[config.mk]
export PLATFORM = sky130hd
export DESIGN_NAME = dsp_rx_core
export DESIGN_NICKNAME = d
export VERILOG_FILES = /design/src/source/rx_pkg.sv /design/src/source/rx_settings_wb.sv /design/src/source/rx_dcoffset.sv /design/src/source/rx_front_end.sv /design/src/source/decim_strober.sv /design/src/source/cic_decim.sv /design/src/source/dsp_rx_core.sv
export SDC_FILE = /design/constraint.sdc
export NUM_CORES = 2
export LEC_CHECK = 0
export BUFFER_PORTS_ARGS = -buffer_cell sky130_fd_sc_hd__buf_2
export CAP_MARGIN = 20
export CORE_MARGIN = 2
export CORE_UTILIZATION = 65
export CTS_CLUSTER_DIAMETER = 50
export CTS_CLUSTER_SIZE = 25
export DETAILED_ROUTE_END_ITERATION = 10
export GPL_TIMING_DRIVEN = 0
export PLACE_DENSITY = 0.91
export SLEW_MARGIN = 20
export SYNTH_ARGS = -nofsm -noshare
export SYNTH_HDL_FRONTEND = slang
export SYNTH_SLANG_ARGS = --single-unit
export TNS_END_PERCENT = 50
[constraint.sdc]
create_clock -name clk -period 22.2 [get_ports clk]
set_input_delay 2.22 -clock clk [delete_from_list [all_inputs] [get_ports clk]]
set_output_delay 2.22 -clock clk [all_outputs]
set_load 0.05 [all_outputs]
[src/source/rx_pkg.sv]
`default_nettype none

package rx_pkg;

   localparam int ADC_W        = 14;
   localparam int SMP_W        = 16;
   localparam int SCALE_W      = 16;
   localparam int GAIN_SHIFT   = 14;
   localparam int CIC_STAGES   = 3;
   localparam int MAX_LOG_RATE = 6;
   localparam int CIC_W        = SMP_W + CIC_STAGES * MAX_LOG_RATE;

   localparam int ADR_W = 3;
   localparam int DAT_W = 32;

   localparam logic [ADR_W-1:0] REG_SCALE = 3'd0;
   localparam logic [ADR_W-1:0] REG_DECIM = 3'd1;
   localparam logic [ADR_W-1:0] REG_MUX   = 3'd2;
   localparam logic [ADR_W-1:0] REG_OFS_A = 3'd3;
   localparam logic [ADR_W-1:0] REG_OFS_B = 3'd4;

   localparam logic signed [SCALE_W-1:0] SCALE_UNITY = 16'sd16384;

   typedef enum logic [1:0] {
      SEL_OWN      = 2'd0,
      SEL_OTHER    = 2'd1,
      SEL_ZERO     = 2'd2,
      SEL_ZERO_ALT = 2'd3
   } mux_sel_e;

   typedef struct packed {
      logic signed [SCALE_W-1:0] scale_i;
      logic signed [SCALE_W-1:0] scale_q;
      logic [2:0]                log_rate;  // 0..6
      mux_sel_e                  sel_i;
      mux_sel_e                  sel_q;
      logic signed [ADC_W-1:0]   ofs_a;
      logic signed [ADC_W-1:0]   ofs_b;
   } rx_settings_t;

   typedef struct packed {
      logic signed [SMP_W-1:0] i;
      logic signed [SMP_W-1:0] q;
   } iq_t;

endpackage

`default_nettype wire

[src/source/rx_settings_wb.sv]
`default_nettype none

module rx_settings_wb import rx_pkg::*; (
   input  logic             clk,
   input  logic             rst,
   input  logic             cyc,
   input  logic             stb,
   input  logic             we,
   input  logic [ADR_W-1:0] adr,
   input  logic [DAT_W-1:0] dat_w,
   output logic [DAT_W-1:0] dat_r,
   output logic             ack,
   output rx_settings_t     settings,
   output logic             decim_restart
);

   typedef enum logic {S_IDLE, S_ACK} wb_state_e;

   wb_state_e        state;
   logic             req;
   logic [2:0]       rate_wr;
   logic [DAT_W-1:0] rd_data;

   assign req = cyc && stb && (state == S_IDLE);
   assign ack = (state == S_ACK);

   assign rate_wr = (dat_w[2:0] > 3'(MAX_LOG_RATE)) ? 3'(MAX_LOG_RATE) : dat_w[2:0];

   always_comb begin
      rd_data = '0;
      case (adr)
         REG_SCALE: rd_data = {settings.scale_i, settings.scale_q};
         REG_DECIM: rd_data[2:0] = settings.log_rate;
         REG_MUX:   rd_data[3:0] = {settings.sel_q, settings.sel_i};
         REG_OFS_A: rd_data[ADC_W-1:0] = settings.ofs_a;
         REG_OFS_B: rd_data[ADC_W-1:0] = settings.ofs_b;
         default:   rd_data = '0;  // unmapped reads zero
      endcase
   end

   always_ff @(posedge clk) begin
      if (rst) begin
         state            <= S_IDLE;
         decim_restart    <= 1'b0;
         settings         <= '0;
         settings.scale_i <= SCALE_UNITY;
         settings.scale_q <= SCALE_UNITY;
      end else begin
         decim_restart <= req && we && (adr == REG_DECIM);
         case (state)
            S_IDLE: if (req) state <= S_ACK;
            default: state <= S_IDLE;  // single-cycle ack
         endcase
         if (req && we) begin
            case (adr)
               REG_SCALE: {settings.scale_i, settings.scale_q} <= dat_w;
               REG_DECIM: settings.log_rate <= rate_wr;
               REG_MUX: begin
                  settings.sel_i <= mux_sel_e'(dat_w[1:0]);
                  settings.sel_q <= mux_sel_e'(dat_w[3:2]);
               end
               REG_OFS_A: settings.ofs_a <= dat_w[ADC_W-1:0];
               REG_OFS_B: settings.ofs_b <= dat_w[ADC_W-1:0];
               default: ;
            endcase
         end
      end
   end

   always_ff @(posedge clk) begin
      if (req) dat_r <= rd_data;  // held through the ack cycle
   end

   // master must keep the request up until it sees ack
   a_ack_in_cycle: assert property (@(posedge clk) disable iff (rst) ack |-> (cyc && stb));

endmodule

`default_nettype wire

[src/source/rx_dcoffset.sv]
`default_nettype none

module rx_dcoffset import rx_pkg::*; (
   input  logic                    clk,
   input  logic                    rst,
   input  logic signed [ADC_W-1:0] adc_in,
   input  logic signed [ADC_W-1:0] ofs,
   output logic signed [ADC_W-1:0] adc_out
);

   localparam logic signed [ADC_W-1:0] ADC_MAX = {1'b0, {(ADC_W-1){1'b1}}};
   localparam logic signed [ADC_W-1:0] ADC_MIN = {1'b1, {(ADC_W-1){1'b0}}};

   logic signed [ADC_W:0]   diff;
   logic signed [ADC_W-1:0] clipped;

   assign diff = {adc_in[ADC_W-1], adc_in} - {ofs[ADC_W-1], ofs};

   always_comb begin
      if (diff[ADC_W] != diff[ADC_W-1]) begin
         clipped = diff[ADC_W] ? ADC_MIN : ADC_MAX;  // out of 14-bit range
      end else begin
         clipped = diff[ADC_W-1:0];
      end
   end

   always_ff @(posedge clk) begin
      if (rst) begin
         adc_out <= '0;
      end else begin
         adc_out <= clipped;
      end
   end

endmodule

`default_nettype wire

[src/source/rx_front_end.sv]
`default_nettype none

module rx_front_end import rx_pkg::*; (
   input  logic                    clk,
   input  logic                    rst,
   input  logic signed [ADC_W-1:0] adc_a,
   input  logic signed [ADC_W-1:0] adc_b,
   input  rx_settings_t            settings,
   output iq_t                     iq
);

   localparam int PROD_W = ADC_W + SCALE_W;

   logic signed [ADC_W-1:0] a_ofs, b_ofs;
   logic signed [ADC_W-1:0] path_i, path_q;

   // rounds half up, then clips to the sample width
   function automatic logic signed [SMP_W-1:0] apply_gain(
      input logic signed [ADC_W-1:0]   x,
      input logic signed [SCALE_W-1:0] g
   );
      logic signed [PROD_W-1:0]          prod;
      logic signed [PROD_W:0]            rnd;
      logic signed [PROD_W-GAIN_SHIFT:0] shf;
      prod = x * g;
      rnd  = (PROD_W+1)'(prod) + (PROD_W+1)'(2 ** (GAIN_SHIFT - 1));
      shf  = rnd[PROD_W:GAIN_SHIFT];
      if (shf[PROD_W-GAIN_SHIFT:SMP_W-1] != {(PROD_W-GAIN_SHIFT-SMP_W+2){shf[PROD_W-GAIN_SHIFT]}})
         return shf[PROD_W-GAIN_SHIFT] ? {1'b1, {(SMP_W-1){1'b0}}} : {1'b0, {(SMP_W-1){1'b1}}};
      return shf[SMP_W-1:0];
   endfunction

   rx_dcoffset dcoffset_a (
      .clk     (clk),
      .rst     (rst),
      .adc_in  (adc_a),
      .ofs     (settings.ofs_a),
      .adc_out (a_ofs)
   );

   rx_dcoffset dcoffset_b (
      .clk     (clk),
      .rst     (rst),
      .adc_in  (adc_b),
      .ofs     (settings.ofs_b),
      .adc_out (b_ofs)
   );

   always_comb begin
      case (settings.sel_i)
         SEL_OWN:   path_i = a_ofs;
         SEL_OTHER: path_i = b_ofs;
         default:   path_i = '0;
      endcase
      case (settings.sel_q)
         SEL_OWN:   path_q = b_ofs;
         SEL_OTHER: path_q = a_ofs;
         default:   path_q = '0;
      endcase
   end

   always_ff @(posedge clk) begin
      if (rst) begin
         iq <= '0;
      end else begin
         iq.i <= apply_gain(path_i, settings.scale_i);
         iq.q <= apply_gain(path_q, settings.scale_q);
      end
   end

endmodule

`default_nettype wire

[src/source/decim_strober.sv]
`default_nettype none

module decim_strober import rx_pkg::*; (
   input  logic       clk,
   input  logic       rst,
   input  logic       run,
   input  logic       restart,
   input  logic [2:0] log_rate,
   output logic       dec_stb
);

   logic [MAX_LOG_RATE:0]   span;
   logic [MAX_LOG_RATE-1:0] reload, cnt;

   assign span    = (MAX_LOG_RATE+1)'(1) << log_rate;
   assign reload  = span[MAX_LOG_RATE-1:0] - 1'b1;  // 2^log_rate - 1, wraps to 63 for 64
   assign dec_stb = run && !restart && (cnt == '0);

   always_ff @(posedge clk) begin
      if (rst) begin
         cnt <= '0;
      end else if (restart) begin
         cnt <= reload;
      end else if (run) begin
         cnt <= (cnt == '0) ? reload : cnt - 1'b1;
      end
   end

   // log_rate only moves together with restart
   a_cnt_in_span: assert property (@(posedge clk) disable iff (rst)
      !restart |-> cnt <= reload);

endmodule

`default_nettype wire

[src/source/cic_decim.sv]
`default_nettype none

module cic_decim import rx_pkg::*; (
   input  logic                    clk,
   input  logic                    rst,
   input  logic                    run,
   input  logic                    restart,
   input  logic                    dec_stb,
   input  logic [2:0]              log_rate,
   input  logic signed [SMP_W-1:0] din,
   output logic signed [SMP_W-1:0] dout,
   output logic                    out_stb
);

   logic signed [CIC_W-1:0] integ [CIC_STAGES];
   logic signed [CIC_W-1:0] dly   [CIC_STAGES];
   logic signed [CIC_W-1:0] comb  [CIC_STAGES+1];
   logic signed [CIC_W-1:0] comb_out;
   logic                    comb_vld;

   logic [4:0]              shift;
   logic signed [CIC_W:0]   half, rnd, shifted;
   logic signed [SMP_W-1:0] clipped;

   always_comb begin
      comb[0] = integ[CIC_STAGES-1];
      for (int k = 0; k < CIC_STAGES; k++) begin
         comb[k+1] = comb[k] - dly[k];
      end
   end

   // gain is 2^(3*log_rate), undone exactly by the shift
   assign shift = 5'(CIC_STAGES) * 5'(log_rate);

   always_comb begin
      half = '0;
      if (shift != '0) half[shift-1] = 1'b1;
      rnd     = {comb_out[CIC_W-1], comb_out} + half;
      shifted = rnd >>> shift;
      if (shifted[CIC_W:SMP_W-1] != {(CIC_W-SMP_W+2){shifted[CIC_W]}}) begin
         clipped = shifted[CIC_W] ? {1'b1, {(SMP_W-1){1'b0}}} : {1'b0, {(SMP_W-1){1'b1}}};
      end else begin
         clipped = shifted[SMP_W-1:0];
      end
   end

   always_ff @(posedge clk) begin
      if (rst || restart) begin
         for (int k = 0; k < CIC_STAGES; k++) begin
            integ[k] <= '0;
            dly[k]   <= '0;
         end
         comb_vld <= 1'b0;
         out_stb  <= 1'b0;
      end else begin
         if (run) begin
            integ[0] <= integ[0] + CIC_W'(din);
            for (int k = 1; k < CIC_STAGES; k++) begin
               integ[k] <= integ[k] + integ[k-1];
            end
         end
         if (dec_stb) begin
            for (int k = 0; k < CIC_STAGES; k++) begin
               dly[k] <= comb[k];
            end
         end
         comb_vld <= dec_stb;
         out_stb  <= comb_vld;
      end
   end

   always_ff @(posedge clk) begin
      if (dec_stb) comb_out <= comb[CIC_STAGES];
      if (comb_vld) dout <= clipped;
   end

   // accumulator width only covers rates up to MAX_LOG_RATE
   a_rate_legal: assert property (@(posedge clk) disable iff (rst)
      log_rate <= 3'(MAX_LOG_RATE));

endmodule

`default_nettype wire

[src/source/dsp_rx_core.sv]
`default_nettype none

module dsp_rx_core import rx_pkg::*; (
   input  logic                    clk,
   input  logic                    rst,
   input  logic                    cyc,
   input  logic                    stb,
   input  logic                    we,
   input  logic [ADR_W-1:0]        adr,
   input  logic [DAT_W-1:0]        dat_w,
   output logic [DAT_W-1:0]        dat_r,
   output logic                    ack,
   input  logic signed [ADC_W-1:0] adc_a,
   input  logic signed [ADC_W-1:0] adc_b,
   input  logic                    run,
   output iq_t                     sample,
   output logic                    strobe
);

   rx_settings_t settings;
   iq_t          front_iq;
   logic         decim_restart;
   logic         dec_stb;

   rx_settings_wb settings_wb (
      .clk           (clk),
      .rst           (rst),
      .cyc           (cyc),
      .stb           (stb),
      .we            (we),
      .adr           (adr),
      .dat_w         (dat_w),
      .dat_r         (dat_r),
      .ack           (ack),
      .settings      (settings),
      .decim_restart (decim_restart)
   );

   rx_front_end front_end (
      .clk      (clk),
      .rst      (rst),
      .adc_a    (adc_a),
      .adc_b    (adc_b),
      .settings (settings),
      .iq       (front_iq)
   );

   decim_strober strober (
      .clk      (clk),
      .rst      (rst),
      .run      (run),
      .restart  (decim_restart),
      .log_rate (settings.log_rate),
      .dec_stb  (dec_stb)
   );

   cic_decim cic_i (
      .clk      (clk),
      .rst      (rst),
      .run      (run),
      .restart  (decim_restart),
      .dec_stb  (dec_stb),
      .log_rate (settings.log_rate),
      .din      (front_iq.i),
      .dout     (sample.i),
      .out_stb  (strobe)
   );

   cic_decim cic_q (
      .clk      (clk),
      .rst      (rst),
      .run      (run),
      .restart  (decim_restart),
      .dec_stb  (dec_stb),
      .log_rate (settings.log_rate),
      .din      (front_iq.q),
      .dout     (sample.q),
      .out_stb  ()  // same timing as the I path
   );

endmodule

`default_nettype wire

=== After elaboration in Yosys (flattened, before gate mapping) ===
Memory sizes are Yosys's and may differ from the RTL's.
Cells that the tools add are included.

* Flip-flop bits (word level): 269
* Bits in latches: 0
* RAM bits: 408
* ROM bits: 0
* Output and inout port bits: 66
* Memories kept: 4

{| class="wikitable"
|+ Memory list
! memory !! depth !! width !! read ports !! clocked after memory_dff !! wr ports !! RTL line !! RTL
|-
| cic_i.dly || 3 || 34 || 3 || 0 || 3 || cic_decim.sv:16 || <nowiki>logic signed [CIC_W-1:0] dly [CIC_STAGES];</nowiki>
|-
| cic_i.integ || 3 || 34 || 3 || 0 || 3 || cic_decim.sv:15 || <nowiki>logic signed [CIC_W-1:0] integ [CIC_STAGES];</nowiki>
|-
| cic_q.dly || 3 || 34 || 3 || 0 || 3 || cic_decim.sv:16 ||
|-
| cic_q.integ || 3 || 34 || 3 || 0 || 3 || cic_decim.sv:15 ||
|}

* Add/subtract/negate cells: 21
* Multiply operators: 3
* Div/mod/pow operators: 0
* Magnitude comparators: 3
* Equality and inequality tests: 12
* Shifts and indexed selects: 3
* Mux-type cells: 51
* Bitwise gates (word level): 13
* Reduce and logical (&&, ||, !) cells: 21

{| class="wikitable"
|+ Operator list
! cell !! number
|-
| 34-bit two-way mux || 12
|-
| 34-bit subtractor || 6
|-
| 16-bit two-way mux || 10
|-
| 34-bit adder || 4
|-
| 35-bit adder || 2
|-
| 35-bit by 5-bit >>> shifter with 35-bit output || 2
|-
| 34-bit by 16-bit adder with 34-bit output || 2
|-
| 30-bit by 15-bit adder with 31-bit output (second input constant) || 2
|-
| 14-bit by 16-bit multiplier with 30-bit output || 2
|-
| 14-bit two-way mux || 4
|-
| 14-bit one-hot mux with 2 select lines || 2
|-
| 19-bit != test || 2
|-
| 35-bit two-way mux || 1
|-
| 32-bit by 1-bit >= comparator with 1-bit output (second input constant) || 1
|-
| 32-bit by 7-bit less-than comparator with 1-bit output (second input constant) || 1
|-
| 10-bit one-hot mux with 3 select lines || 1
|-
| 14-bit by 14-bit subtractor with 15-bit output || 2
|-
| 6-bit two-way mux || 3
|-
| 3-bit one-hot mux with 5 select lines || 1
|-
| 1-bit two-way mux || 14
|-
| 1-bit bitwise OR || 12
|-
| 6-bit by 1-bit subtractor with 6-bit output (second input constant) || 2
|-
| 2-bit AND reduction || 5
|-
| 1-bit logical AND || 7
|-
| 21 further kinds || 27
|}

=== Logic depth before layout (Yosys ltp) ===
* Depth in word-level cells: 11
* Depth in mapped cells: 39

=== Modules after synthesis ===
From an unflattened synthesis, not the netlist that was laid out.

* Cell total of the unflattened synthesis: 7860
* Area total of the unflattened synthesis: 71562.4 µm²

{| class="wikitable"
|+ Modules (own cells, without submodules)
! module !! instances !! cells each !! area an instance (µm²) !! seq. area each (µm²)
|-
| cic_decim at cic_i || 1 || 2571 || 23060.9 || 7667.4
|-
| cic_decim at cic_q || 1 || 2539 || 22925.7 || 7667.4
|-
| rx_front_end || 1 || 2052 || 18710.4 || 640.6
|-
| rx_settings_wb || 1 || 387 || 4194.0 || 2342.2
|-
| rx_dcoffset || 2 || 126 || 1099.8 || 280.3
|-
| decim_strober || 1 || 59 || 471.7 || 120.1
|}

=== Worst setup path after synthesis ===
No wires, ideal clock.

* Path type: input -> register
* Start: in run
* End: mem cic_i.dly[0][0] in the netlist's numbering, enable pin
* Setup time: 0.812 ns
* Arrival time: 11.680 ns
* Setup slack: 9.709 ns
* Stages on the path: 2
* Buffers on the path: 0
* Cells stage by stage: nor2_1 -> o21bai_1

{| class="wikitable"
|+ RTL lines
! what !! RTL line !! RTL
|-
| start: declaration || dsp_rx_core.sv:15 || <nowiki>input logic run,</nowiki>
|-
| end: declaration || cic_decim.sv:16 ||
|}

=== Worst setup path in the final report ===
* Start: reg, netlist name settings_wb.settings[32]
* End: reg cic_q.dout[4] (data pin)

* Cells in the longest elaborated chain, start to end: 11

{| class="wikitable"
|+ Ends and longest elaborated chain
! what !! RTL line !! RTL
|-
| 2-bit by 3-bit multiplier with 5-bit output (*) || cic_decim.sv:33 || <nowiki>assign shift = 5'(CIC_STAGES) * 5'(log_rate);</nowiki>
|-
| 5-bit by 1-bit subtractor with 6-bit output || cic_decim.sv:37 || <nowiki>if (shift != '0) half[shift-1] = 1'b1;</nowiki>
|-
| 32-bit by 1-bit >= comparator with 1-bit output (implied by the code) or 32-bit by 7-bit less-than comparator with 1-bit output (tied branches) || cic_decim.sv:37 ||
|-
| 1-bit logical AND (implied by the code) || cic_decim.sv:37 ||
|-
| 1-bit two-way mux (implied by the code) || cic_decim.sv:37 ||
|-
| 1-bit demux with 6-bit select || -- ||
|-
| 35-bit two-way mux || cic_decim.sv:37 ||
|-
| 35-bit adder || cic_decim.sv:38 || <nowiki>rnd = {comb_out[CIC_W-1], comb_out} + half;</nowiki>
|-
| 35-bit by 5-bit >>> shifter with 35-bit output (*) || cic_decim.sv:39 || <nowiki>shifted = rnd >>> shift;</nowiki>
|-
| 19-bit != test or 16-bit two-way mux (tied branches) || cic_decim.sv:40, cic_decim.sv:41 ||
|-
| 16-bit two-way mux (*) || cic_decim.sv:40 || <nowiki>if (shifted[CIC_W:SMP_W-1] != {(CIC_W-SMP_W+2){shifted[CIC_W]}}) begin</nowiki>
|-
| net cic_q.clipped[4] || cic_decim.sv:23 || <nowiki>logic signed [SMP_W-1:0] clipped;</nowiki>
|-
| end signal: assignment || cic_decim.sv:74 || <nowiki>if (comb_vld) dout <= clipped;</nowiki>
|-
| end: declaration || cic_decim.sv:11 || <nowiki>output logic signed [SMP_W-1:0] dout,</nowiki>
|}

The timed path passes the listed nets; every way through them passes the cells marked *.
A chain may end at the register's enable or synchronous reset.

==> results_dict.tcl <==
set metrics [dict create \
    rsz0062_at_grt "no" \
    r2r_setup_slack_ns 7.73 \
    arrival_ns 14.84 \
    drt_iter0_drc 6362 \
    fin_crit_sh_pct 65.18 \
    grt_overflow 0 \
    worst_slew_pin_slew_ns 1.199 \
    cts_resized 0 \
    syn_area_sq_um 69300 \
    grt_max_degree 57 \
    first_global_vias 59430 \
    rows 119 \
    internal_power_mw 5.958 \
    port-buffer-count 133 \
    min_path_type "flip-flop to flip-flop" \
    die-area_sq_um 109200 \
    cts_buffer_depth 3 \
    cts_setup_buffers 0 \
    fill_cells 7341 \
    cp_top_family "buffers and inverters" \
    insertion_delay_ns 0.67 \
    wl_per_cell_um 21.37 \
    antenna_found_initial 5 \
    ant_nets 0 \
    synth_warnings 0 \
    cap_violations 0 \
    synth_seq_cells 677 \
    root_buffer "clkbuf_16" \
    p_per_area_nw_per_um2 152.4 \
    gp_congestion 1.016 \
    critPathMaxStageDelay_ns 0.62 \
    crit_type "flip-flop to flip-flop" \
    grt_use_total_pct 36.47 \
    htreeDepth 3 \
    ios 135 \
    yosys-top-cells-area "edfxtp_1, fa_1, ha_1" \
    seq_area_frac_synth_pct 27.36 \
    cp.required_ns 22.57 \
    clock_power_share_pct 12.4 \
    p_switching_mw 5.471 \
    clkSinkCount 677 \
    fin_hold_ws_ns 0.4774 \
    maxSlewViolCount 0 \
    end_kind "flip-flop" \
    dp_cells 9220 \
    crit_top_cell "clkbuf_1" \
    fin_skew_ns 0.03498 \
    setup_viol 0 \
    cp.buffers_inverters 16 \
    p_leak_nw 33.88 \
    final.min_clock_period_ns 14.47 \
    syn_avg_cell_area_sq_um 9.030 \
    switching_share_pct 47.87 \
    routed-via-count 59080 \
    grt_pass1_wl_mm 315.5 \
    synth_ff_type "edfxtp_1" \
    fp.coreArea_sq_um 105600 \
    drc 0 \
    clkTransAtPathRegs_ns 0.07 \
    die_height_um 330.5 \
    cts_hold_buf 0 \
    fin_nets 9121 \
    synthDominantCellAreaShare_pct 23.40 \
    syn2layout_area_growth_pct 8.226 \
    power_frac_comb_pct 67.5 \
    final_hold_viol_count 0 \
    status "complete, no violations" \
    crit_path_start_kind "flip-flop" \
    fin_cells 9373 \
    utilization_pct 71.04 \
    layout-drive-gt1-share_pct 5.638 \
    post_drt_via_cell_ratio 6.303 \
    start_util_pct 65.64 \
    peakVddDrop_mv 0.1947 \
    power_frac_seq_pct 20.1 \
    critPathMaxFanout 11 \
    ys_types 116 \
    fin_setup_tns_ns 0 \
    critPathSlowestCell "buf_1" \
    yosysTopAreaCell "edfxtp_1" \
    relSlewSlack_pct 20.04 \
    drt-total-wl_mm 200.3 \
    cts_buffers 82 \
    cts_tree "built" \
    first_pass_iters 9 \
    die_width_um 330.5 \
    synth_edf_count 540 \
    antennaDiodeCount 0 \
    fmax_ghz 0.06911 \
    total_power_mw 11.43 \
    synthCells 7674 \
    async_flop_share_pct 0 \
    dp_hpwl_mm 157.5 \
]
-- through the flow --
stage          setup slack, ns  instance area (sq um)
3_5_place_dp             8.331                  72130
2_1_floorplan            9.709                  69310
3_3_place_gp             5.906                  71720
6_report                 7.729                  75000
5_1_grt                  7.378                  75000
4_1_cts                  8.270                  74990
-- worst paths after layout --
path / start / endpoint / cells past startpoint
worst max-delay path: settings_wb.settings[32]$_SDFFE_PP0P_ / cic_q.dout[4]$_DFFE_PP_ / 37
worst min-delay path: settings_wb.settings[4]$_SDFFE_PP0P_ / settings_wb.settings[4]$_SDFFE_PP0P_ / 2
worst max register to register: settings_wb.settings[32]$_SDFFE_PP0P_ / cic_q.dout[4]$_DFFE_PP_ / 37
worst min register to register: settings_wb.settings[4]$_SDFFE_PP0P_ / settings_wb.settings[4]$_SDFFE_PP0P_ / 2
-- synthesized netlist by cell type, types with 111 or more instances --
library cell and n:
mux2i_1 111, xor2_1 151, inv_1 927, nor2_1 609
ha_1 677, clkbuf_1 217, o21ai_0 281, edfxtp_1 540
a21oi_1 471, a21o_1 185, nor3_1 183, and2_1 424
fa_1 461, dfxtp_1 137, xnor2_1 290, nand2_1 702
nand3_1 121
-- final cells by class --
class,count,area [sq um],share of cell area (%)
Buffer,266,1045,1.393
Clock buffer,92,2206,2.941
Clock inverter,60,655.6,0.8742
Inverter,931,3495,4.660
Multi-Input combinational cell,5803,45860,61.15
Sequential cell,677,18960,25.28
Tap cell,1391,1740,2.321
Timing Repair Buffer,153,1037,1.383
-- worst min-delay path, cell delays in order (launching register included) --
cell and delay [ns]:
dfxtp_1 0.32, nand2_1 0.06, a21oi_1 0.05
-- layer usage --
metal  global-route usage, %  part of all wire, %
met1                   45.84                   39
met2                   61.82                   48
met3                   5.456                  8.4
met4                   17.49                  5.5
met5                       0                0.046
-- power groups by stage --
stage	clock [mW]	sequential [mW]	combinational (mW)
2_1_floorplan	0	2.38	5.53
3_3_place_gp	0	2.39	6.96
3_5_place_dp	0	2.31	7.39
4_1_cts	1.42	2.29	7.52
5_1_grt	1.47	2.32	8.37
6_report	1.42	2.29	7.72
-- kinds of logic after synthesis --
family,count (synthesis),synth area share [%]
other,1,0.005411
DFF,677,27.36
buffers and inverters,1197,6.549
muxes,144,2.324
adders and majority gates,1145,25.64
xor gates and xnor gates,444,5.669
AOI/OAI and AO/OA,1593,15.22
and+or+nand+nor,2473,17.23
-- flip-flops by register name, indices dropped and copies added, names as in the netlist, 6 cells and up --
| register | cells |
|---|---|
| front_end.dcoffset_b.adc_out | 14 |
| front_end.iq | 32 |
| cic_q.dly | 102 |
| cic_q.dout | 16 |
| cic_q.comb_out | 34 |
| settings_wb.dat_r | 32 |
| cic_i.dly | 102 |
| cic_i.dout | 16 |
| settings_wb.settings | 67 |
| cic_i.integ | 102 |
| front_end.dcoffset_a.adc_out | 14 |
| cic_q.integ | 102 |
| cic_i.comb_out | 34 |
| strober.cnt | 6 |
-- layout by cell type (no fill, tap or decap), types with 69 or more instances in the layout --
master and instances:
a211oi_1 72, a21o_1 185, a21oi_1 471, and2_1 424, and3_1 69, buf_2 147
clkbuf_1 220, clkbuf_16 87, dfxtp_1 136, edfxtp_1 540, fa_1 461, ha_1 677
inv_1 927, mux2i_1 111, nand2_1 702, nand2b_1 84, nand3_1 121, nor2_1 606
nor2b_1 72, nor3_1 183, o21ai_0 281, xnor2_1 290, xor2_1 151
No activity file was read; power rests on OpenSTA's default activity.
